File: config.mk
export PLATFORM = sky130hd
export DESIGN_NAME = pixel_result_queue
export DESIGN_NICKNAME = d
export VERILOG_FILES = /design/src/source/pixel_pkg.sv /design/src/source/pixel_result_queue.sv
export VERILOG_INCLUDE_DIRS = /design/src /design/src/source
export SDC_FILE = /design/constraint.sdc
export NUM_CORES = 1
export LEC_CHECK = 0
export BUFFER_PORTS_ARGS = -buffer_cell sky130_fd_sc_hd__buf_2
export CAP_MARGIN = 20
export CORE_MARGIN = 4
export CORE_UTILIZATION = 40
export CTS_CLUSTER_DIAMETER = 150
export DETAILED_ROUTE_END_ITERATION = 16
export GPL_TIMING_DRIVEN = 0
export PLACE_DENSITY = 0.58
export SLEW_MARGIN = 30
export SYNTH_ARGS = -nofsm -noshare
export SYNTH_HDL_FRONTEND = slang
export SYNTH_SLANG_ARGS = --single-unit
export TNS_END_PERCENT = 20
File: constraint.sdc
create_clock -name clk -period 7.1 [get_ports clk]
set_input_delay 0.355 -clock clk [delete_from_list [all_inputs] [get_ports clk]]
set_output_delay 0.355 -clock clk [all_outputs]
set_load 0.05 [all_outputs]
File: src/source/pixel_macros.svh
`ifndef PIXEL_MACROS_SVH
`define PIXEL_MACROS_SVH

// command address width.
// bits 11:10 select the channel, 9:5 the row, 4:0 the column.
`define PIXEL_ADDR_W 12

// width of one colour channel.
`define PIXEL_CHAN_W 16

// rows and columns of the local pixel memory.
`define PIXEL_DIM 32

// decode fifo depth, also the upstream's starting credit count.
`define CMD_DEPTH 4

// result fifo depth.
`define RES_DEPTH 4

// credits the downstream grants at reset.
`define RES_CREDITS 2

`endif

File: src/source/pixel_pkg.sv
package pixel_pkg;

	////////////////////////////////////////////////////////////////////////////
	// command opcodes
	////////////////////////////////////////////////////////////////////////////

	// nop is dropped in decode and never reaches execute.
	// write and add touch one channel, read and luma return a result.
	typedef enum logic [2:0]
	{
		OP_NOP   = 3'd0,
		OP_WRITE = 3'd1,
		OP_ADD   = 3'd2,
		OP_READ  = 3'd3,
		OP_LUMA  = 3'd4
	} pixel_op_e;

	////////////////////////////////////////////////////////////////////////////
	// channel select, taken from the top two address bits
	////////////////////////////////////////////////////////////////////////////

	// chan_none is a legal code; a write or add to it is ignored.
	typedef enum logic [1:0]
	{
		CHAN_RED   = 2'd0,
		CHAN_GREEN = 2'd1,
		CHAN_BLUE  = 2'd2,
		CHAN_NONE  = 2'd3
	} chan_e;

endpackage

File: src/source/pixel_result_queue.sv
`timescale 1ns/1ns
`include "pixel_macros.svh"

module pixel_result_queue import pixel_pkg::*;
(
	input  logic                          clk,
	input  logic                          rst,
	input  logic                          res_push,
	input  pixel_op_e                     res_push_op,
	input  logic [3*`PIXEL_CHAN_W-1:0]    res_push_data,
	input  logic                          res_credit,
	output logic                          res_room,
	output logic                          res_valid,
	output pixel_op_e                     res_op,
	output logic [3*`PIXEL_CHAN_W-1:0]    res_data
);
	localparam int PTR_W  = $clog2(`RES_DEPTH);
	localparam int CNT_W  = $clog2(`RES_DEPTH + 1);
	// one spare code so an overflow stays visible.
	localparam int CRED_W = $clog2(`RES_CREDITS + 2);

	pixel_op_e                      op_mem   [`RES_DEPTH];
	logic [3*`PIXEL_CHAN_W-1:0]     data_mem [`RES_DEPTH];

	logic [PTR_W-1:0]  wr_ptr;
	logic [PTR_W-1:0]  rd_ptr;
	logic [CNT_W-1:0]  fill_cnt;
	logic [CRED_W-1:0] credit_cnt;
	logic [CRED_W-1:0] avail_cnt;
	logic              fifo_empty;
	logic              pop;

	assign fifo_empty = (fill_cnt == '0);
	assign res_room   = (fill_cnt != CNT_W'(`RES_DEPTH));

	////////////////////////////////////////////////////////////////////////////
	// credit accounting
	////////////////////////////////////////////////////////////////////////////

	// the beat now on res_valid already owns one credit.
	assign avail_cnt = credit_cnt - CRED_W'(res_valid);
	assign pop       = !fifo_empty && (avail_cnt != '0);

	always_ff @(posedge clk or posedge rst)
	begin
		if (rst)
			credit_cnt <= CRED_W'(`RES_CREDITS);
		else
			credit_cnt <= credit_cnt + CRED_W'(res_credit) - CRED_W'(res_valid);
	end

	// fifo storage.
	always_ff @(posedge clk)
	begin
		if (res_push)
		begin
			op_mem[wr_ptr]   <= res_push_op;
			data_mem[wr_ptr] <= res_push_data;
		end
	end

	// registered output beat.
	always_ff @(posedge clk)
	begin
		if (pop)
		begin
			res_op   <= op_mem[rd_ptr];
			res_data <= data_mem[rd_ptr];
		end
	end

	// pointers, level and the valid flag.
	always_ff @(posedge clk or posedge rst)
	begin
		if (rst)
		begin
			wr_ptr    <= '0;
			rd_ptr    <= '0;
			fill_cnt  <= '0;
			res_valid <= 1'b0;
		end
		else
		begin
			if (res_push)
				wr_ptr <= wr_ptr + 1'b1;
			if (pop)
				rd_ptr <= rd_ptr + 1'b1;
			fill_cnt  <= fill_cnt + CNT_W'(res_push) - CNT_W'(pop);
			res_valid <= pop;
		end
	end

	// downstream returned more than it was ever given.
	a_credit_max: assert property (@(posedge clk) disable iff (rst)
		credit_cnt <= CRED_W'(`RES_CREDITS));

	// every beat sent is backed by a credit.
	a_valid_credit: assert property (@(posedge clk) disable iff (rst)
		res_valid |-> (credit_cnt != '0));

endmodule

==> results.cfg, run 1 <==
[timing]
layout_min_cycle_time_ns = 2.82
finalSetupTns_ns = 0
final-max-slew-violation-count = 0
skew_ns = 0.00811
slew_headroom_pct = 55.3
period_share_pct = 39.7
finalSetupViolations = 0
tightestPinTransition_ns = 0.669
fmax_mhz = 354
rsz0062_at_grt = false
finalHoldViolCount = 0
whs_ns = 0.0583

[finish]
final_common_cell = edfxtp_1
nets = 573
final_cells = 848
stdcell_area_um2 = 11500
synthToLayoutAreaGrowth_pct = 20.9
drive_gt1_share_pct = 41.2
fin_util_pct = 49.0
layout_common_cells = 255 x edfxtp_1, 112 x buf_2, 49 x mux4_2, 27 x clkbuf_16, 10 x inv_1
diodes = 0

[cts]
clkTransAtPathRegs_ns = 0.06
cts_max_level = 1
cts-root-buf = clkbuf_16
postCtsSetupRepairBufs = 0
clock_path_buffers = 3
cts_sinks = 265
cts_resized = 0
hold_buffers = 1
numCtsBuffers = 27
clk-insertion-delay-late_ns = 0.51
cts_tree = yes

[pwr]
leakagePower_nw = 3.99
ir_drop_mv = 0.310
p_per_area_nw_per_um2 = 500

[detailed_routing]
drt_iter0_markers = 200
dr.pass1.iters = 4
vias_per_cell = 4.80
drc_errors = 0
vias = 4072
finalWirelength_mm = 16.6
wire_per_inst_um = 19.5
detail-route-antenna-nets = 0

[floorplan]
io_pins = 108
start_util_pct = 40.5
die_h_um = 162
die_area_um2 = 26200
die_w_um = 162
fp.coreArea_um2 = 23400
rows = 56

[global_route]
grt_pass1_wl_mm = 25.7
overflow = 0
antenna_found_initial = 2
track_usage_pct = 12.8
grt_max_degree = 32
grt_pass1_vias = 4500

[placed_design]
place_area_um2 = 10600
dpl.cell_count = 798
gp_congestion = 0.660
dp_hpwl_mm = 9.93
port_buffers = 107

[synthesis]
syn_nets = 429
post_synth_instance_area_um2 = 9490
ys_warn_count = 0
synth.ff_latch_count = 265
synth_cell_types = 21
post_synth.cell_area_avg_um2 = 26.0
synth_seq_area_share_pct = 83.4
syn_inst = 365

[worst_setup_path]
crit_type = reg -> reg
crit_arrival_ns = 3.25
cp_data_required_time_ns = 7.53
crit_fanout = 14
cp-start-kind = flop
endpoint_kind = flop

[min_path]
hold_path_class = in -> reg

[job]
cap_viol_max_count = 0

[status]
status = finished clean
[final timing paths]
path,depth (start not counted),to,start,slack [ns]
max reg2reg,10,fill_cnt[2]$_DFF_PP0_,res_valid$_DFF_PP0_,4.28
max in group asynchronous,3,credit_cnt[1]$_DFF_PP1_,rst,6.42
min,1,data_mem[1][8]$_DFFE_PP_,res_push_data[8],0.06
min reg2reg,1,wr_ptr[0]$_DFFE_PP0P_,wr_ptr[0]$_DFFE_PP0P_,0.54
max,10,fill_cnt[2]$_DFF_PP0_,res_valid$_DFF_PP0_,4.28
min in group asynchronous,3,credit_cnt[0]$_DFF_PP0_,rst,0.36
[report_power, final]
| group | switching, W | internal [W] | leakage, nW |
|---|---|---|---|
| Combinational | 0.00128 | 0.000702 | 1.07 |
| Clock | 0.000548 | 0.000801 | 0.417 |
| Sequential | 0.000107 | 0.00229 | 2.50 |
[registers in the layout, indices dropped and copies added, names as in the netlist]
name,count
data_mem,192
res_data,48
op_mem,12
fill_cnt,3
res_op,3
credit_cnt,2
rd_ptr,2
wr_ptr,2
res_valid,1
[layout make-up]
class                      instances  area (um2)
buffer                            12         140
clock buffer                      30         687
clock inverter                    19         165
fill                            1940       11900
inverter                          10        37.5
multi-input combinational         78        1420
sequential                       265        7910
tap                              319         399
timing repair buffer             115         708
[Yosys cell counts]
cell type / instances / area share, %
a211oi_2: 1 / 0.13
a21oi_1: 1 / 0.053
and2_1: 4 / 0.26
buf_12: 5 / 1.1
buf_2: 5 / 0.26
buf_6: 1 / 0.12
clkbuf_1: 1 / 0.040
dfrtp_1: 9 / 2.4
dfstp_2: 1 / 0.28
edfxtp_1: 255 / 81
fa_1: 1 / 0.21
ha_1: 8 / 1.1
inv_1: 10 / 0.40
mux4_1: 2 / 0.55
mux4_2: 49 / 12
nand2_1: 2 / 0.079
nor2_1: 1 / 0.040
nor3_1: 1 / 0.053
o21ai_0: 1 / 0.053
xnor2_1: 5 / 0.46
xor2_1: 2 / 0.18
[critical path: stages (launching register included)]
cell     delay (ns)
dfrtp_1        0.38
ha_1           0.22
xnor2_1        0.22
a21oi_4        0.60
ha_1           0.36
inv_1          0.05
ha_1           0.13
inv_1          0.05
fa_1           0.38
xnor2_1        0.21
xnor2_1        0.15
[per-layer routing]
layer  global-route usage, %  vias to the layer above  wire (um)
li1                        -                     1816          -
met1                    17.0                     2123       7060
met2                    21.7                      102       8240
met3                    3.27                       27        995
met4                    2.88                        4        234
met5                       0                        -         27
[logic make-up after synthesis]
group | after synthesis | synth area share (%)
multiplexers | 51 | 12.2
AO/OA/AOI/OAI | 3 | 0.237
AND/OR/NAND/NOR | 8 | 0.435
XOR/XNOR | 7 | 0.646
adder cells (fa/ha/maj) | 9 | 1.27
buffers and inverters | 22 | 1.87
flip-flops | 265 | 83.4
[through the flow]
step                      worst slack (ns)  total power, W
after detailed placement              4.26         0.00448
after global placement              -0.480         0.00426
final                                 4.28         0.00574
after CTS                             4.24         0.00585
after global routing                  4.16         0.00603
after floorplan                       1.85         0.00385
No activity file was read; power rests on OpenSTA's default activity.
==> run 2, diff against run 1 <==
==> constraint.sdc (replaced) <==
create_clock -name clk -period 2.76 [get_ports clk]
set_input_delay 0.138 -clock clk [delete_from_list [all_inputs] [get_ports clk]]
set_output_delay 0.138 -clock clk [all_outputs]
set_load 0.05 [all_outputs]
==> results.cfg, run 2 (synthesis results as in run 1) <==
[pwr]
ir_drop_mv = 0.824
p_sw_w = 0.00508
clkPwrFrac_pct = 23.8
p_int_w = 0.00993
sw_frac_of_total_pct = 33.8
p_comb_share_pct = 34.9
seqPwrFrac_pct = 41.3
fin_total_pwr_w = 0.0150
leakagePower_nw = 4.22
p_per_area_nw_per_um2 = 1240

[timing]
slew_headroom_pct = 61.0
rsz0062_at_grt = false
period_share_pct = 94.3
fmax_mhz = 384
finalHoldViolCount = 0
final-max-slew-violation-count = 0
layout_min_cycle_time_ns = 2.60
finalSetupViolations = 0
skew_ns = 0.0116
tightestPinTransition_ns = 0.584
whs_ns = 0.151

[status]
status = finished clean

[finish]
layout_common_cells = 255 x edfxtp_1, 112 x buf_2, 54 x dlygate4sd3_1, 49 x mux4_2, 28 x clkbuf_16
diodes = 0
synthToLayoutAreaGrowth_pct = 27.2
nets = 627
drive_gt1_share_pct = 37.4
largest_register = data_mem
reg_top3 = data_mem (192), res_data (48), op_mem (12)
largest_register_ffs = 192
final_common_cell = edfxtp_1
nFillCells = 1878

[detailed_routing]
dr.pass1.iters = 4
drt_iter0_markers = 272
detail-route-antenna-nets = 0
vias = 4307
drc_errors = 0
finalWirelength_mm = 17.2
vias_per_cell = 4.76
wire_per_inst_um = 19.0

[placed_design]
port_buffers = 107
gp_congestion = 0.678
dp_hpwl_mm = 10.3

[worst_setup_path]
crit_fanout = 12
cpMaxStageDelayCell = a21oi_4
crit_type = reg -> reg
crit_arrival_ns = 3.05
cp_data_required_time_ns = 3.20
reg2reg_depth = 10
r2r_start = res_valid$_DFF_PP0_
max_stage_delay_ns = 0.50
r2r_slack_ns = 0.16
r2r_end = fill_cnt[2]$_DFF_PP0_
cp-start-kind = flop
endpoint_kind = flop
crit_chain = ha_4, xnor2_4, a21oi_4, ha_1, inv_1, ha_1, inv_1, fa_2, xnor2_1, xnor2_1

[floorplan]
io_pins = 108
die_area_um2 = 26200
start_util_pct = 40.5
die_h_um = 162
rows = 56
fp.coreArea_um2 = 23400
die_w_um = 162

[global_route]
antenna_found_initial = 0
grt_max_degree = 36
grt_pass1_vias = 4821
grt_pass1_wl_mm = 26.7
overflow = 0
track_usage_pct = 13.3

[cts]
postCtsSetupRepairBufs = 0
hold_buffers = 54
cts_resized = 0
cts-root-buf = clkbuf_16
numCtsBuffers = 28
clock_path_buffers = 3
cts_sinks = 265
cts_tree = yes
cts_max_level = 1
clk-insertion-delay-late_ns = 0.53
clkTransAtPathRegs_ns = 0.06

[min_path]
hold_path_class = in -> async

[job]
cap_viol_max_count = 0
## run 2: worst max-delay path by stage
stage,to,cells past startpoint,start
2_1_floorplan,fill_cnt[2]$_DFF_PP0_,10,res_valid$_DFF_PP0_
3_3_place_gp,fill_cnt[2]$_DFF_PP0_,10,res_valid$_DFF_PP0_
3_5_place_dp,fill_cnt[2]$_DFF_PP0_,10,res_valid$_DFF_PP0_
4_1_cts,fill_cnt[2]$_DFF_PP0_,10,res_valid$_DFF_PP0_
5_1_grt,fill_cnt[2]$_DFF_PP0_,10,res_valid$_DFF_PP0_
6_report,fill_cnt[2]$_DFF_PP0_,10,res_valid$_DFF_PP0_
## run 2: worst max-delay path, delay by kind of cell, from the launching register on
family | cells | cell delay (ns)
buffers and inverters | 2 | 0.11
flip-flops | 1 | 0.43
AO/OA/AOI/OAI | 1 | 0.50
adder cells (fa/ha/maj) | 4 | 0.96
XOR/XNOR | 3 | 0.51
## run 2: area by class of cell
class	count	area, um2	share of cell area, %
multi-input combinational	78	1460	12.1
timing repair buffer	168	1230	10.2
tap	319	399	3.31
clock inverter	14	150	1.24
clock buffer	38	738	6.12
inverter	10	37.5	0.311
sequential	265	7910	65.6
buffer	12	140	1.16
## run 2: power groups by stage
stage          Clock, W  Combinational [W]  Sequential (W)
2_1_floorplan         0            0.00224         0.00771
3_3_place_gp          0            0.00479         0.00632
3_5_place_dp          0            0.00532         0.00628
4_1_cts         0.00369            0.00539         0.00621
5_1_grt         0.00386            0.00562         0.00628
6_report        0.00358            0.00524         0.00619
## run 2: per-stage QoR
step | cell area, um2 | util [%] | cells | TNS (ns) | worst slack, ns
2_1_floorplan | 9530 | - | 365 | -0.738 | -0.402
3_3_place_gp | 10500 | 44.7 | 791 | -131.62 | -1.10
3_5_place_dp | 10600 | 45.5 | 798 | 0 | 0.134
4_1_cts | 12100 | 51.6 | 904 | 0 | 0.113
5_1_grt | 12100 | 51.6 | 904 | 0 | 0.00394
6_report | 12100 | 51.6 | 904 | 0 | 0.156
## run 2: routing by layer
layer  vias up  GRT usage, %  part of all wire (%)
met5         -             0                     0
met4         0          3.65                   2.7
met3        35          2.87                   5.2
met2       114          23.2                    51
met1      2222          16.9                    41
li1       1936             -                     -
==> run 3, diff against run 2 <==
--- a/config.mk
+++ b/config.mk
@@ -9,11 +9,11 @@
 export BUFFER_PORTS_ARGS = -buffer_cell sky130_fd_sc_hd__buf_2
 export CAP_MARGIN = 20
 export CORE_MARGIN = 4
-export CORE_UTILIZATION = 40
+export CORE_UTILIZATION = 42
 export CTS_CLUSTER_DIAMETER = 150
 export DETAILED_ROUTE_END_ITERATION = 16
 export GPL_TIMING_DRIVEN = 0
-export PLACE_DENSITY = 0.58
+export PLACE_DENSITY = 0.61
 export SLEW_MARGIN = 30
 export SYNTH_ARGS = -nofsm -noshare
 export SYNTH_HDL_FRONTEND = slang
==> results.cfg, run 3 (synthesis results as in run 1) <==
[finish]
final_cells = 860
largest_register_ffs = 192
nets = 626
largest_register = data_mem
stdcell_area_um2 = 12000
reg_top3 = data_mem (192), res_data (48), op_mem (12)
drive_gt1_share_pct = 38.1
layout_common_cells = 255 x edfxtp_1, 112 x buf_2, 54 x dlygate4sd3_1, 49 x mux4_2, 27 x clkbuf_16
regArea_um2 = 7910
synthToLayoutAreaGrowth_pct = 26.3
nFillCells = 1710
multiInputGateArea_um2 = 1460
diodes = 0
final_common_cell = edfxtp_1

[cts]
numCtsBuffers = 26
hold_buffers = 54
postCtsSetupRepairBufs = 0
cts_sinks = 265
cts-root-buf = clkbuf_16
cts_resized = 0
clock_path_buffers = 3
cts_max_level = 1
clkTransAtPathRegs_ns = 0.06
clk-insertion-delay-late_ns = 0.51
cts_tree = yes

[detailed_routing]
vias = 4249
drt_iter0_markers = 232
vias_per_cell = 4.94
dr.pass1.iters = 4
drc_errors = 0
wire_per_inst_um = 19.4
detail-route-antenna-nets = 0
finalWirelength_mm = 16.7

[pwr]
p_comb_share_pct = 35.7
ir_drop_mv = 0.818
p_sw_w = 0.00501
clkPwrFrac_pct = 22.9
sw_frac_of_total_pct = 33.5
p_per_area_nw_per_um2 = 1250
p_int_w = 0.00993
seqPwrFrac_pct = 41.5
leakagePower_nw = 4.21

[worst_setup_path]
r2r_start = res_valid$_DFF_PP0_
cp-start-kind = flop
crit_arrival_ns = 2.98
cpMaxStageDelayCell = a21oi_4
reg2reg_depth = 10
crit_chain = ha_4, xnor2_4, a21oi_4, ha_1, inv_1, ha_1, inv_1, fa_2, xnor2_1, xnor2_1
endpoint_kind = flop
cp_data_required_time_ns = 3.19
r2r_end = fill_cnt[2]$_DFF_PP0_
crit_type = reg -> reg
max_stage_delay_ns = 0.47
crit_fanout = 9
r2r_slack_ns = 0.20
crit_start = res_valid$_DFF_PP0_

[global_route]
track_usage_pct = 13.6
grt_pass1_wl_mm = 26.2
antenna_found_initial = 0
overflow = 0
grt_pass1_vias = 4703
grt_max_degree = 33

[floorplan]
io_pins = 108
fp.coreArea_um2 = 22000
die_area_um2 = 25100
rows = 54
start_util_pct = 43.1
die_h_um = 158
die_w_um = 158

[placed_design]
dpl.cell_count = 760
gp_congestion = 0.671
place_area_um2 = 10600
port_buffers = 107
dp_hpwl_mm = 10.2

[timing]
slew_headroom_pct = 64.4
skew_ns = 0.00713
finalHoldViolCount = 0
layout_min_cycle_time_ns = 2.56
final-max-slew-violation-count = 0
finalSetupViolations = 0
fmax_mhz = 391
tightestPinTransition_ns = 0.530
rsz0062_at_grt = false
period_share_pct = 92.6

[min_path]
hold_path_class = in -> async

[status]
status = finished clean

[job]
cap_viol_max_count = 0
[run 3: cell count changes in the layout (fill, tap and decap cells not counted), sizes merged]
cell and delta:
clkbuf -5, clkinv -1, clkinvlp +1, inv -1
buf +1
[run 3: final cells by class]
class | count | area share [%]
tap | 280 | 2.92
timing repair buffer | 169 | 10.5
buffer | 12 | 1.17
sequential | 265 | 66.0
clock buffer | 33 | 5.83
clock inverter | 13 | 1.14
inverter | 10 | 0.313
multi-input combinational | 78 | 12.2
[run 3: worst max path at each step]
stage	endpoint	slack, ns	cells past startpoint
after floorplan	fill_cnt[2]$_DFF_PP0_	-0.40	10
after global placement	fill_cnt[2]$_DFF_PP0_	-1.10	10
after detailed placement	fill_cnt[2]$_DFF_PP0_	0.21	10
after CTS	fill_cnt[2]$_DFF_PP0_	0.19	10
after global routing	fill_cnt[2]$_DFF_PP0_	0.10	10
final	fill_cnt[2]$_DFF_PP0_	0.20	10
[run 3: per-layer routing]
metal,wire length [um],global-route usage (%)
met1,6840,17.4
met2,8780,24.6
met3,904,2.69
met4,138,2.36
met5,0,0
[run 3: power groups by stage]
stage,Sequential [W],Clock (W),Combinational (W)
3_5_place_dp,0.00629,0,0.00541
3_3_place_gp,0.00633,0,0.00476
4_1_cts,0.00622,0.00352,0.00547
5_1_grt,0.00629,0.00370,0.00570
6_report,0.00619,0.00342,0.00533
2_1_floorplan,0.00771,0,0.00224
[run 3: critical path, delay by kind of cell (launching register included)]
| family | cells | cell delay (ns) |
|---|---|---|
| AO/OA/AOI/OAI | 1 | 0.47 |
| XOR/XNOR | 3 | 0.50 |
| adder cells (fa/ha/maj) | 4 | 0.96 |
| buffers and inverters | 2 | 0.11 |
| flip-flops | 1 | 0.43 |
[run 3: per-stage QoR]
stage / hold slack (ns) / power (W) / setup WS (ns) / setup TNS [ns] / utilization, %
finish: 0.150 / 0.0149 / 0.205 / 0 / 54.4
global route: 0.192 / 0.0157 / 0.101 / 0 / 54.4
CTS: 0.135 / 0.0152 / 0.190 / 0 / 54.4
detailed placement: 0.137 / 0.0117 / 0.205 / 0 / 48.2
global placement: 0.114 / 0.0111 / -1.10 / -128.97 / 47.3
floorplan: -0.0226 / 0.00995 / -0.402 / -0.738 / -
