--- src/source/pixel_macros.svh ---
`ifndef PIXEL_MACROS_SVH
`define PIXEL_MACROS_SVH

// command address width.
// bits 11:10 select the channel, 9:5 the row, 4:0 the column.
`define PIXEL_ADDR_W 12

// width of one colour channel.
`define PIXEL_CHAN_W 16

// rows and columns of the local pixel memory.
`define PIXEL_DIM 32

// decode fifo depth, also the upstream's starting credit count.
`define CMD_DEPTH 4

// result fifo depth.
`define RES_DEPTH 4

// credits the downstream grants at reset.
`define RES_CREDITS 2

`endif

--- src/source/pixel_pkg.sv ---
package pixel_pkg;

	////////////////////////////////////////////////////////////////////////////
	// command opcodes
	////////////////////////////////////////////////////////////////////////////

	// nop is dropped in decode and never reaches execute.
	// write and add touch one channel, read and luma return a result.
	typedef enum logic [2:0]
	{
		OP_NOP   = 3'd0,
		OP_WRITE = 3'd1,
		OP_ADD   = 3'd2,
		OP_READ  = 3'd3,
		OP_LUMA  = 3'd4
	} pixel_op_e;

	////////////////////////////////////////////////////////////////////////////
	// channel select, taken from the top two address bits
	////////////////////////////////////////////////////////////////////////////

	// chan_none is a legal code; a write or add to it is ignored.
	typedef enum logic [1:0]
	{
		CHAN_RED   = 2'd0,
		CHAN_GREEN = 2'd1,
		CHAN_BLUE  = 2'd2,
		CHAN_NONE  = 2'd3
	} chan_e;

endpackage

--- src/source/pixel_cmd_decode.sv ---
`timescale 1ns/1ns
`include "pixel_macros.svh"

module pixel_cmd_decode import pixel_pkg::*;
(
	input  logic                            clk,
	input  logic                            rst,
	input  logic                            cmd_valid,
	input  pixel_op_e                       cmd_op,
	input  logic [`PIXEL_ADDR_W-1:0]        cmd_addr,
	input  logic [`PIXEL_CHAN_W-1:0]        cmd_data,
	input  logic                            issue_ready,
	output logic                            cmd_credit,
	output logic                            issue_valid,
	output pixel_op_e                       issue_op,
	output chan_e                           issue_chan,
	output logic [$clog2(`PIXEL_DIM)-1:0]   issue_row,
	output logic [$clog2(`PIXEL_DIM)-1:0]   issue_col,
	output logic [`PIXEL_CHAN_W-1:0]        issue_data
);
	localparam int PTR_W   = $clog2(`CMD_DEPTH);
	localparam int CNT_W   = $clog2(`CMD_DEPTH + 1);
	localparam int COORD_W = $clog2(`PIXEL_DIM);

	// raw command storage.
	pixel_op_e                op_mem   [`CMD_DEPTH];
	logic [`PIXEL_ADDR_W-1:0] addr_mem [`CMD_DEPTH];
	logic [`PIXEL_CHAN_W-1:0] data_mem [`CMD_DEPTH];

	logic [PTR_W-1:0] wr_ptr;
	logic [PTR_W-1:0] rd_ptr;
	logic [CNT_W-1:0] fill_cnt;
	logic             fifo_empty;
	logic             fifo_full;
	logic             pop;
	logic [`PIXEL_ADDR_W-1:0] head_addr;

	assign fifo_empty = (fill_cnt == '0);
	assign fifo_full  = (fill_cnt == CNT_W'(`CMD_DEPTH));

	////////////////////////////////////////////////////////////////////////////
	// head split
	////////////////////////////////////////////////////////////////////////////

	assign head_addr  = addr_mem[rd_ptr];
	assign issue_op   = op_mem[rd_ptr];
	assign issue_data = data_mem[rd_ptr];
	assign issue_chan = chan_e'(head_addr[`PIXEL_ADDR_W-1:2*COORD_W]);
	assign issue_row  = head_addr[2*COORD_W-1:COORD_W];
	assign issue_col  = head_addr[COORD_W-1:0];

	// nop entries are never offered to execute.
	assign issue_valid = !fifo_empty && (issue_op != OP_NOP);
	// a nop leaves on its own, anything else waits for the handshake.
	assign pop = !fifo_empty && ((issue_op == OP_NOP) || issue_ready);

	// payload lands in the slot at the write pointer.
	always_ff @(posedge clk)
	begin
		if (cmd_valid)
		begin
			op_mem[wr_ptr]   <= cmd_op;
			addr_mem[wr_ptr] <= cmd_addr;
			data_mem[wr_ptr] <= cmd_data;
		end
	end

	// pointers, fill level and the credit pulse.
	always_ff @(posedge clk or posedge rst)
	begin
		if (rst)
		begin
			wr_ptr     <= '0;
			rd_ptr     <= '0;
			fill_cnt   <= '0;
			cmd_credit <= 1'b0;
		end
		else
		begin
			if (cmd_valid)
				wr_ptr <= wr_ptr + 1'b1;
			if (pop)
				rd_ptr <= rd_ptr + 1'b1;
			fill_cnt   <= fill_cnt + CNT_W'(cmd_valid) - CNT_W'(pop);
			// one credit back, one cycle after the entry leaves.
			cmd_credit <= pop;
		end
	end

	// the upstream spent a credit it did not hold.
	a_no_push_full: assert property (@(posedge clk) disable iff (rst)
		cmd_valid |-> !fifo_full);

	// no credit can leak out while reset is held.
	a_credit_rst: assert property (@(posedge clk) rst |-> !cmd_credit);

endmodule

--- config.mk ---
export PLATFORM = sky130hd
export DESIGN_NAME = pixel_cmd_decode
export DESIGN_NICKNAME = d
export VERILOG_FILES = /design/src/source/pixel_pkg.sv /design/src/source/pixel_cmd_decode.sv
export VERILOG_INCLUDE_DIRS = /design/src /design/src/source
export SDC_FILE = /design/constraint.sdc
export NUM_CORES = 1
export LEC_CHECK = 0
export BUFFER_PORTS_ARGS = -buffer_cell sky130_fd_sc_hd__buf_2
export CAP_MARGIN = 10
export CORE_ASPECT_RATIO = 1.1
export CORE_MARGIN = 5
export CORE_UTILIZATION = 51
export DETAILED_ROUTE_END_ITERATION = 6
export PLACE_DENSITY = 0.76
export SLEW_MARGIN = 20
export SYNTH_ARGS = -nofsm -noshare
export SYNTH_HDL_FRONTEND = slang
export SYNTH_SLANG_ARGS = --single-unit
--- constraint.sdc ---
create_clock -name clk -period 2.1 [get_ports clk]
set_input_delay 0.42 -clock clk [delete_from_list [all_inputs] [get_ports clk]]
set_output_delay 0.42 -clock clk [all_outputs]
set_load 0.1 [all_outputs]
==> qor.txt, run 1 <==
Status - finished with violations
Failing checks - setup timing
Pin count of the biggest net entering global routing - 30
Tcrit/Tclk final - 121%
Clock Path Buffers - 2
Gr ovfl total - 0
Worst slack, placed - -0.284 ns
Max Cap Viol - 0
First-pass GRT wire length - 14200 microns
Sink Count - 132
# diodes - 0
Critical Path Source Type - flop
Syn nets - 244
Post-Syn Area per Cell - 24.4 sq um
Core area - 9400 sq um
Wirelength per Cell - 20.7 microns
Reg clk slew, reported paths - 0.06 ns
Worst-Skew Late Latency - 0.51 ns
Min Tclk post-route - 2.55 ns
Die H - 113 microns
Port Buffers - 67
Vias in the first global route - 2566
TritonCTS clock tree - yes
Netlist cell types - 20
Root buf cell - clkbuf_8
Nets - 347
Worst slew pin tran - 0.488 ns
DRT Pass-1 Iters - 4
Worst r2r path cells - 8
Most frequent cells in the layout - edfxtp_1, buf_2, mux4_2, buf_12
Worst min path class - in -> reg
Max FO, Critical Path - 5
Htree depth - 4
Post-DP Area - 5670 sq um
Cells after synthesis - 202
Initial Util - 52.4%
Slew Viols, Final - 0
Final WS setup - -0.450 ns
Peak Freq - 392 MHz
Antenna violations before repair - 1
Cts bufs inserted - 17
Area Growth Syn to Fin - 35.8%
Yosys warns - 0
Commonest non-fill, non-tap cell in the layout - edfxtp_1
R2R Path Start - rd_ptr[0]$_DFFE_PP0P_
Endpoints failing setup - 34
Post-route design area - 6690 sq um
DR vias/cell - 5.34
Skew final - 0.00604 ns
CP Class - reg -> out
Via Count - 2324
Worst hold slack - 0.123 ns
Post-DP HPWL - 5240 microns
I/O pin count - 68
Remaining DRCs - 0
Drt initial violations - 103
RSZ-0062 raised after global routing - true
Hold_sp - cmd_data[14]
Post-detailed-route count of antenna-violating nets - 0
Crit path DAT - 2.13 ns
Layout cells sized above 1 - 52.2%
Flop2flop setup slack - -0.27 ns
DRT Wirelength - 9010 microns
R2R Path End - fill_cnt[1]$_DFF_PP0_
Final count of hold timing violations - 0
FF+latch count, synth - 132
Slew HR - 67.7%
Seq/Total Area, Yosys - 79.7%
Die area - 11700 sq um
Gpl congestion - 0.733
CP endpoint kind - output pin
Die X - 104 microns
Post-Syn Area - 4920 sq um
WP data required - 1.68 ns
GRT Total Usage - 16.5%
Critical path origin - rd_ptr[0]$_DFFE_PP0P_
Site Rows - 37
Critical path destination - issue_valid
Post-Route Utilization - 71.1%
==> cell type report <==
cell class / instances / area [sq um]
tap: 117 / 146
clock buffer: 19 / 422
timing repair buffer: 91 / 992
multi-input combinational: 55 / 963
fill: 550 / 2710
sequential: 132 / 3930
inverter: 8 / 30.0
clock inverter: 13 / 206
==> synth_stat cells <==
cell,number,area share [%]
xnor2_1,3,0.53
mux4_2,31,14
nand2_1,1,0.076
nor3_1,1,0.10
o21ai_0,1,0.10
o211ai_2,1,0.25
buf_1,2,0.15
nor2_1,1,0.076
nor3_4,1,0.33
buf_6,2,0.46
dfrtp_1,8,4.1
inv_1,8,0.61
o21ai_2,1,0.18
edfxtp_1,124,76
and2_1,4,0.51
ha_1,6,1.5
xor2_1,2,0.36
or3_1,1,0.13
fa_1,1,0.41
buf_2,3,0.30
==> worst max-delay path, cell delays in order (launching register included) <==
cell and delay (ns):
dfrtp_2 0.43, mux4_2 0.57, nor3_4 0.25, buf_6 0.14
nor2_4 0.04, buf_12 0.18
==> worst min-delay path by stage <==
stage	end	slack [ns]	cells after the start
after floorplan	cmd_credit$_DFF_PP0_	0.24	1
after CTS	addr_mem[1][9]$_DFFE_PP_	0.09	1
after detailed placement	fill_cnt[2]$_DFF_PP0_	0.39	2
after global placement	fill_cnt[0]$_DFF_PP0_	0.38	2
final	data_mem[3][14]$_DFFE_PP_	0.12	1
after global routing	addr_mem[0][9]$_DFFE_PP_	0.1	1
==> per-stage QoR <==
step,TNS [ns],cells
2_1_floorplan,-1.72,202
3_3_place_gp,-3.19,392
3_5_place_dp,-3.87,392
4_1_cts,-11.72,431
5_1_grt,-14.42,435
6_report,-11.40,435
==> state kept, by name (all words and copies together) (netlist names) <==
register    count
data_mem       64
rd_ptr          2
cmd_credit      1
op_mem         12
addr_mem       48
wr_ptr          2
fill_cnt        3
==> cell families after synthesis <==
kind of cell,share of synthesized area (%)
flip-flops,79.7
multiplexers,14.2
buffers and inverters,1.53
AND/OR/NAND/NOR,1.22
adder cells (fa/ha/maj),1.93
XOR/XNOR,0.890
AO/OA/AOI/OAI,0.534
==> routing by layer <==
layer | GRT usage (%) | routed length [microns] | share of wire, %
met2 | 27.8 | 4850 | 54
met5 | 0 | 7 | 0.078
met3 | 5.76 | 403 | 4.5
met1 | 19.8 | 3610 | 40
met4 | 5.70 | 140 | 1.6
==> timing repair <==
item                                   CTS  global route
cloned                                   2             1
endpoints found under the hold margin    8             0
setup endpoints to repair               34            35
buffers inserted                         4             3
pin swaps                                1             2
gates resized for setup                 58             9
hold buffers                             1             0
Power of run 1 is not shown: default switching activity piles up to over one toggle a cycle in this logic, so the estimate is an artifact.
==> run 2, diff against run 1 <==
- ABC_AREA: not set -> 1
==> qor.txt, run 2 <==
Final WS setup - -0.270 ns (+0.179 ns)
Fillers - 475 (-14%)
Gpl congestion - 0.763 (+4.1%)
Seq. cell area - 3930 sq um (about the same)
Syn nets - 404 (+66%)
Yosys warns - 0 (unchanged)
Remaining DRCs - 0 (unchanged)
CP Class - reg -> out
RSZ-0062 raised after global routing - true
R2R Path End - fill_cnt[2]$_DFF_PP0_
Nets - 506 (+46%)
R2R Path Start - rd_ptr[0]$_DFFE_PP0P_
Final TNS setup - -7.54 ns (+3.86 ns)
Cells after synthesis - 362 (+79%)
Die area - 12000 sq um (+2.8%)
Flop2flop setup slack - -0.27 ns (about the same)
Max FO, Critical Path - 10 (+5)
Port Buffers - 67 (unchanged)
CP max stage cell - dfrtp_4
Slew Viols, Final - 0 (unchanged)
Top-count cell post-synth - edfxtp_1
Htree depth - 4 (unchanged)
Die H - 115 microns (+1.4%)
Crit path DAT - 1.95 ns (-0.18 ns)
Critical path origin - rd_ptr[0]$_DFFE_PP0P_
First-pass GRT wire length - 18900 microns (+33%)
Antenna violations before repair - 0 (-1)
Layout cells sized above 1 - 53.5% (+1.3 points)
Main synth FF type - edfxtp_1
Worst slew pin tran - 0.485 ns (-0.00328 ns)
Seq/Total Area, Yosys - 77.3% (-2.4 points)
I/O pin count - 68 (unchanged)
CP endpoint kind - output pin
Max stage delay on crit path - 0.44 ns (-0.13 ns)
Max Cap Viol - 0 (unchanged)
Reg clk slew, reported paths - 0.06 ns (about the same)
Peak Freq - 422 MHz (+7.6%)
TritonCTS clock tree - yes
Worst-Skew Late Latency - 0.52 ns (about the same)
Worst r2r path cells - 14 (+6)
Critical path destination - issue_data[10]
Via Count - 3454 (+49%)
DRT Wirelength - 13800 microns (+53%)
Status - finished with violations
FF+latch count, synth - 132 (unchanged)
Clock Path Buffers - 2 (unchanged)
Core area - 9790 sq um (+4.2%)
DR vias/cell - 5.79 (+8.3%)
Synth top area share - 73.4% (-2.3 points)
Largest registers - data_mem x64, addr_mem x48, op_mem x12
Initial Util - 51.8% (-0.56 points)
Reg with most FFs - data_mem
Critical Path Source Type - flop
Synth cell count leaders - edfxtp_1, nor2_1, o21ai_0
CP dominant cell by count - buf_12
WP data required - 1.68 ns (about the same)
Sink Count - 132 (unchanged)
Ys async rst share - 6.06% (unchanged)
DRT Pass-1 Iters - 5 (+1)
Post-synth EDFFs - 124 (unchanged)
Worst min path class - in -> reg
Wirelength per Cell - 23.1 microns (+12%)
Netlist cell types - 23 (+15%)
Area Growth Syn to Fin - 54.7%
Pin count of the biggest net entering global routing - 30 (unchanged)
GRT Total Usage - 21.1% (+4.7 points)
Drt initial violations - 261 (+150%)
Multi-input combinational cell area - 1690 sq um (+75%)
Slew HR - 67.9% (+0.22 points)
Commonest non-fill, non-tap cell in the layout - edfxtp_1
Largest area contributor in the netlist - edfxtp_1
Tcrit/Tclk final - 113% (-8.5 points)
Post-Syn Area - 5070 sq um (+3.1%)
Vias in the first global route - 3446 (+34%)
Min Tclk post-route - 2.37 ns (-0.179 ns)
Worst slack, placed - -0.215 ns (+0.0683 ns)
Critical path, cell by cell - buf_12, clkinv_16, clkbuf_16, o21ai_1, o22ai_4, buf_12
Post-detailed-route count of antenna-violating nets - 0 (unchanged)
Gr ovfl total - 0 (unchanged)
Post-Route Utilization - 80.1% (+9.0 points)
Final count of hold timing violations - 0 (unchanged)
Main area contributors after synthesis - edfxtp_1, o21ai_0, nor2_1
Endpoints failing setup - 34 (unchanged)
# diodes - 0 (unchanged)
Die X - 105 microns (+1.4%)
Post-DP HPWL - 6510 microns (+24%)
Post-Syn Area per Cell - 14.0 sq um (-42%)
Failing checks - setup timing
Root buf cell - clkbuf_8
Largest register FFs - 64 (unchanged)
Skew final - 0.00859 ns (+0.00254 ns)
Most frequent cells in the layout - edfxtp_1, buf_12, buf_2, o21ai_1, o21ai_2
Site Rows - 38 (+2.7%)
Cts bufs inserted - 17 (unchanged)
==> run 2: cell count changes after synthesis, sizes merged, moves of 2 or more <==
| cell | before | now |
|---|---|---|
| mux4 | 31 | 0 |
| o22ai | 0 | 28 |
| xnor2 | 3 | 1 |
| o21ai | 2 | 57 |
| clkbuf | 0 | 6 |
| buf | 7 | 14 |
| nand2 | 1 | 28 |
| and2 | 4 | 0 |
| nor2 | 1 | 57 |
| nand3 | 0 | 9 |
| inv | 8 | 20 |
==> run 2: layout make-up <==
class | instances | area share [%]
tap | 120 | 1.91
multi-input combinational | 190 | 21.5
timing repair buffer | 102 | 17.7
clock buffer | 17 | 5.28
clock inverter | 15 | 2.01
inverter | 20 | 1.42
timing repair inverter | 1 | 0.143
sequential | 132 | 50.1
==> run 2: cell families after synthesis <==
group                    after synthesis  share of synthesized area [%]
buffers and inverters                 40                           3.75
AO/OA/AOI/OAI                         85                           9.07
AND/OR/NAND/NOR                       95                           7.47
XOR/XNOR                               3                          0.518
flip-flops                           132                           77.3
adder cells (fa/ha/maj)                7                           1.87
==> run 2: timing repair <==
item	in CTS	in global routing
endpoints found under the hold margin	8	0
hold buffers	1	0
gates resized for setup	104	101
buffers inserted	5	4
cloned	4	8
setup endpoints to repair	33	34
pin swaps	10	27
==> run 2: critical path: cells and delay by family, from the launching register on <==
kind | cells | cell delay (ns)
buffers and inverters | 4 | 0.62
AOI/OAI and AO/OA | 2 | 0.35
DFF | 1 | 0.44
==> run 2: through the flow <==
step | hold slack, ns | instance area (sq um) | instances
2_1_floorplan | 0.236 | 5400 | 362
4_1_cts | 0.101 | 7320 | 586
6_report | 0.117 | 7850 | 597
3_3_place_gp | 0.373 | 6420 | 544
3_5_place_dp | 0.381 | 6420 | 544
5_1_grt | 0.0955 | 7850 | 597
==> run 2: how the worst min path moves through the flow <==
stage	startpoint	cells after the start	slack, ns	to
5_1_grt	cmd_addr[8]	1	0.1	addr_mem[2][8]$_DFFE_PP_
3_3_place_gp	rst	2	0.37	wr_ptr[0]$_DFFE_PP0P_
3_5_place_dp	rst	2	0.38	wr_ptr[0]$_DFFE_PP0P_
6_report	cmd_addr[8]	1	0.12	addr_mem[2][8]$_DFFE_PP_
4_1_cts	cmd_addr[8]	1	0.10	addr_mem[2][8]$_DFFE_PP_
2_1_floorplan	rst	1	0.24	cmd_credit$_DFF_PP0_
==> run 2: routing by layer <==
metal  routed length, microns  up-vias  global-route usage, %
met5                        0        -                      0
met4                      321        0                   8.27
met3                      985       24                   5.87
met2                     7560      161                   37.4
met1                     4950     1741                   24.3
li1                         -     1528                      -
Power of run 2 is left out for the same reason.
==> run 3, diff against run 2 <==
- CORE_MARGIN: 5 -> 4
- PLACE_DENSITY: 0.76 -> not set
- PLACE_DENSITY_LB_ADDON: not set -> 0.12
==> qor.txt, run 3 (same netlist as run 2, synthesis figures left out) <==
Site Rows - 37 (-2.6%)
Worst slew pin tran - 0.504 ns (+0.0186 ns)
Largest register FFs - 64 (unchanged)
Worst min path class - in -> reg
Worst hold slack - 0.113 ns (-0.00373 ns)
DRT Wirelength - 15000 microns (+8.6%)
Gpl congestion - 0.724 (-5.2%)
Reg with most FFs - data_mem
Gr ovfl total - 0 (unchanged)
First-pass GRT wire length - 20000 microns (+5.8%)
Failing checks - setup timing
Max Cap Viol - 0 (unchanged)
Vias in the first global route - 3750 (+8.8%)
Endpoints failing setup - 36 (+5.9%)
Wirelength per Cell - 24.4 microns (+5.6%)
Post-detailed-route count of antenna-violating nets - 0 (unchanged)
Core area - 9540 sq um (-2.6%)
Max FO, Critical Path - 6 (-4)
Final count of hold timing violations - 0 (unchanged)
GRT Total Usage - 23.8% (+2.7 points)
DR vias/cell - 5.92 (+2.2%)
CP Class - reg -> out
Reg clk slew, reported paths - 0.06 ns (about the same)
CP endpoint kind - output pin
Largest registers - data_mem x64, addr_mem x48, op_mem x12
Drt initial violations - 347 (+33%)
Worst-Skew Late Latency - 0.52 ns (about the same)
Antenna violations before repair - 0 (unchanged)
Most frequent cells in the layout - edfxtp_1, buf_12, buf_2, buf_4, nor2_2
Min Tclk post-route - 2.37 ns (+0.00124 ns)
DRT Pass-1 Iters - 5 (unchanged)
Pin count of the biggest net entering global routing - 27 (-10%)
Commonest non-fill, non-tap cell in the layout - edfxtp_1
Critical Path Source Type - flop
Tcrit/Tclk final - 113% (about the same)
Nets - 527 (+4.2%)
Skew final - 0.00872 ns (+0.000135 ns)
Die area - 11600 sq um (-3.6%)
Remaining DRCs - 0 (unchanged)
Initial Util - 53.2% (+1.4 points)
I/O pin count - 68 (unchanged)
Cts bufs inserted - 17 (unchanged)
Sink Count - 132 (unchanged)
Via Count - 3632 (+5.2%)
Port Buffers - 67 (unchanged)
Slew HR - 66.6% (-1.2 points)
RSZ-0062 raised after global routing - true
WP data required - 1.68 ns (about the same)
Die X - 103 microns (-1.9%)
Post-DP HPWL - 6290 microns (-3.3%)
Peak Freq - 422 MHz (about the same)
Clock Path Buffers - 2 (unchanged)
Final WS setup - -0.272 ns (-0.00124 ns)
Area Growth Syn to Fin - 59.6%
Slew Viols, Final - 0 (unchanged)
Layout cells sized above 1 - 56.3% (+2.9 points)
Crit path DAT - 1.95 ns (about the same)
Status - finished with violations
# diodes - 0 (unchanged)
Htree depth - 4 (unchanged)
Root buf cell - clkbuf_8
Die H - 113 microns (-1.7%)
TritonCTS clock tree - yes
==> run 3: cell types whose count changed in the layout (fill, tap and decap cells not counted), sizes merged <==
cell	delta
buf	+24
clkbuf	-1
clkinv	+2
clkinvlp	-1
inv	-4
==> run 3: what timing repair did <==
action,in CTS,in global routing
gates resized for setup,136,89
pin swaps,18,15
endpoints found under the setup margin,33,36
setup buffers,27,1
hold buffers,1,0
hold endpoints to repair,8,0
gates cloned,4,4
==> run 3: metrics by stage <==
stage	util, %	instance area [sq um]	cells	worst slack [ns]	setup TNS [ns]
6_report	85.0	8100	614	-0.272	-6.23
5_1_grt	85.0	8100	614	-0.318	-8.16
4_1_cts	79.9	7620	609	-0.184	-4.70
3_5_place_dp	67.3	6410	546	-0.122	-0.149
3_3_place_gp	67.3	6410	546	-0.0449	-0.0449
2_1_floorplan	-	5400	362	-0.0795	-0.0795
==> run 3: critical path, cell delays in order, from the launching register on <==
cell,delay [ns]
dfrtp_2,0.44
clkinv_4,0.13
buf_6,0.15
nand2_2,0.07
nand3_2,0.12
nand2_4,0.13
nand3_4,0.11
nand2_2,0.08
inv_2,0.04
buf_12,0.15
==> run 3: per-layer routing <==
layer / routed length (microns) / GRT usage (%)
met5: 0 / 0
met2: 7920 / 39.7
met4: 289 / 8.72
met1: 5890 / 29.0
met3: 909 / 7.40
==> run 3: cell type report <==
type,count,area (sq um)
inverters,20,92.6
flip-flops and latches,132,3930
well taps,117,146
fillers,374,1440
multi-input cells,190,1840
repair buffers,124,1560
clock inverters,13,118
clock buffers,18,418
==> run 3: worst paths after layout <==
| kind | cells past startpoint | to | slack [ns] | from |
|---|---|---|---|---|
| setup / recovery | 9 | issue_valid | -0.27 | rd_ptr[0]$_DFFE_PP0P_ |
| hold / removal | 1 | addr_mem[2][4]$_DFFE_PP_ | 0.11 | cmd_addr[4] |
| setup reg to reg | 13 | fill_cnt[1]$_DFF_PP0_ | -0.20 | rd_ptr[0]$_DFFE_PP0P_ |
| hold reg to reg | 1 | wr_ptr[0]$_DFFE_PP0P_ | 0.53 | wr_ptr[0]$_DFFE_PP0P_ |
| max in group asynchronous | 3 | rd_ptr[0]$_DFFE_PP0P_ | 1.46 | rst |
| min in group asynchronous | 3 | wr_ptr[0]$_DFFE_PP0P_ | 0.38 | rst |
Power of run 3 is left out for the same reason.
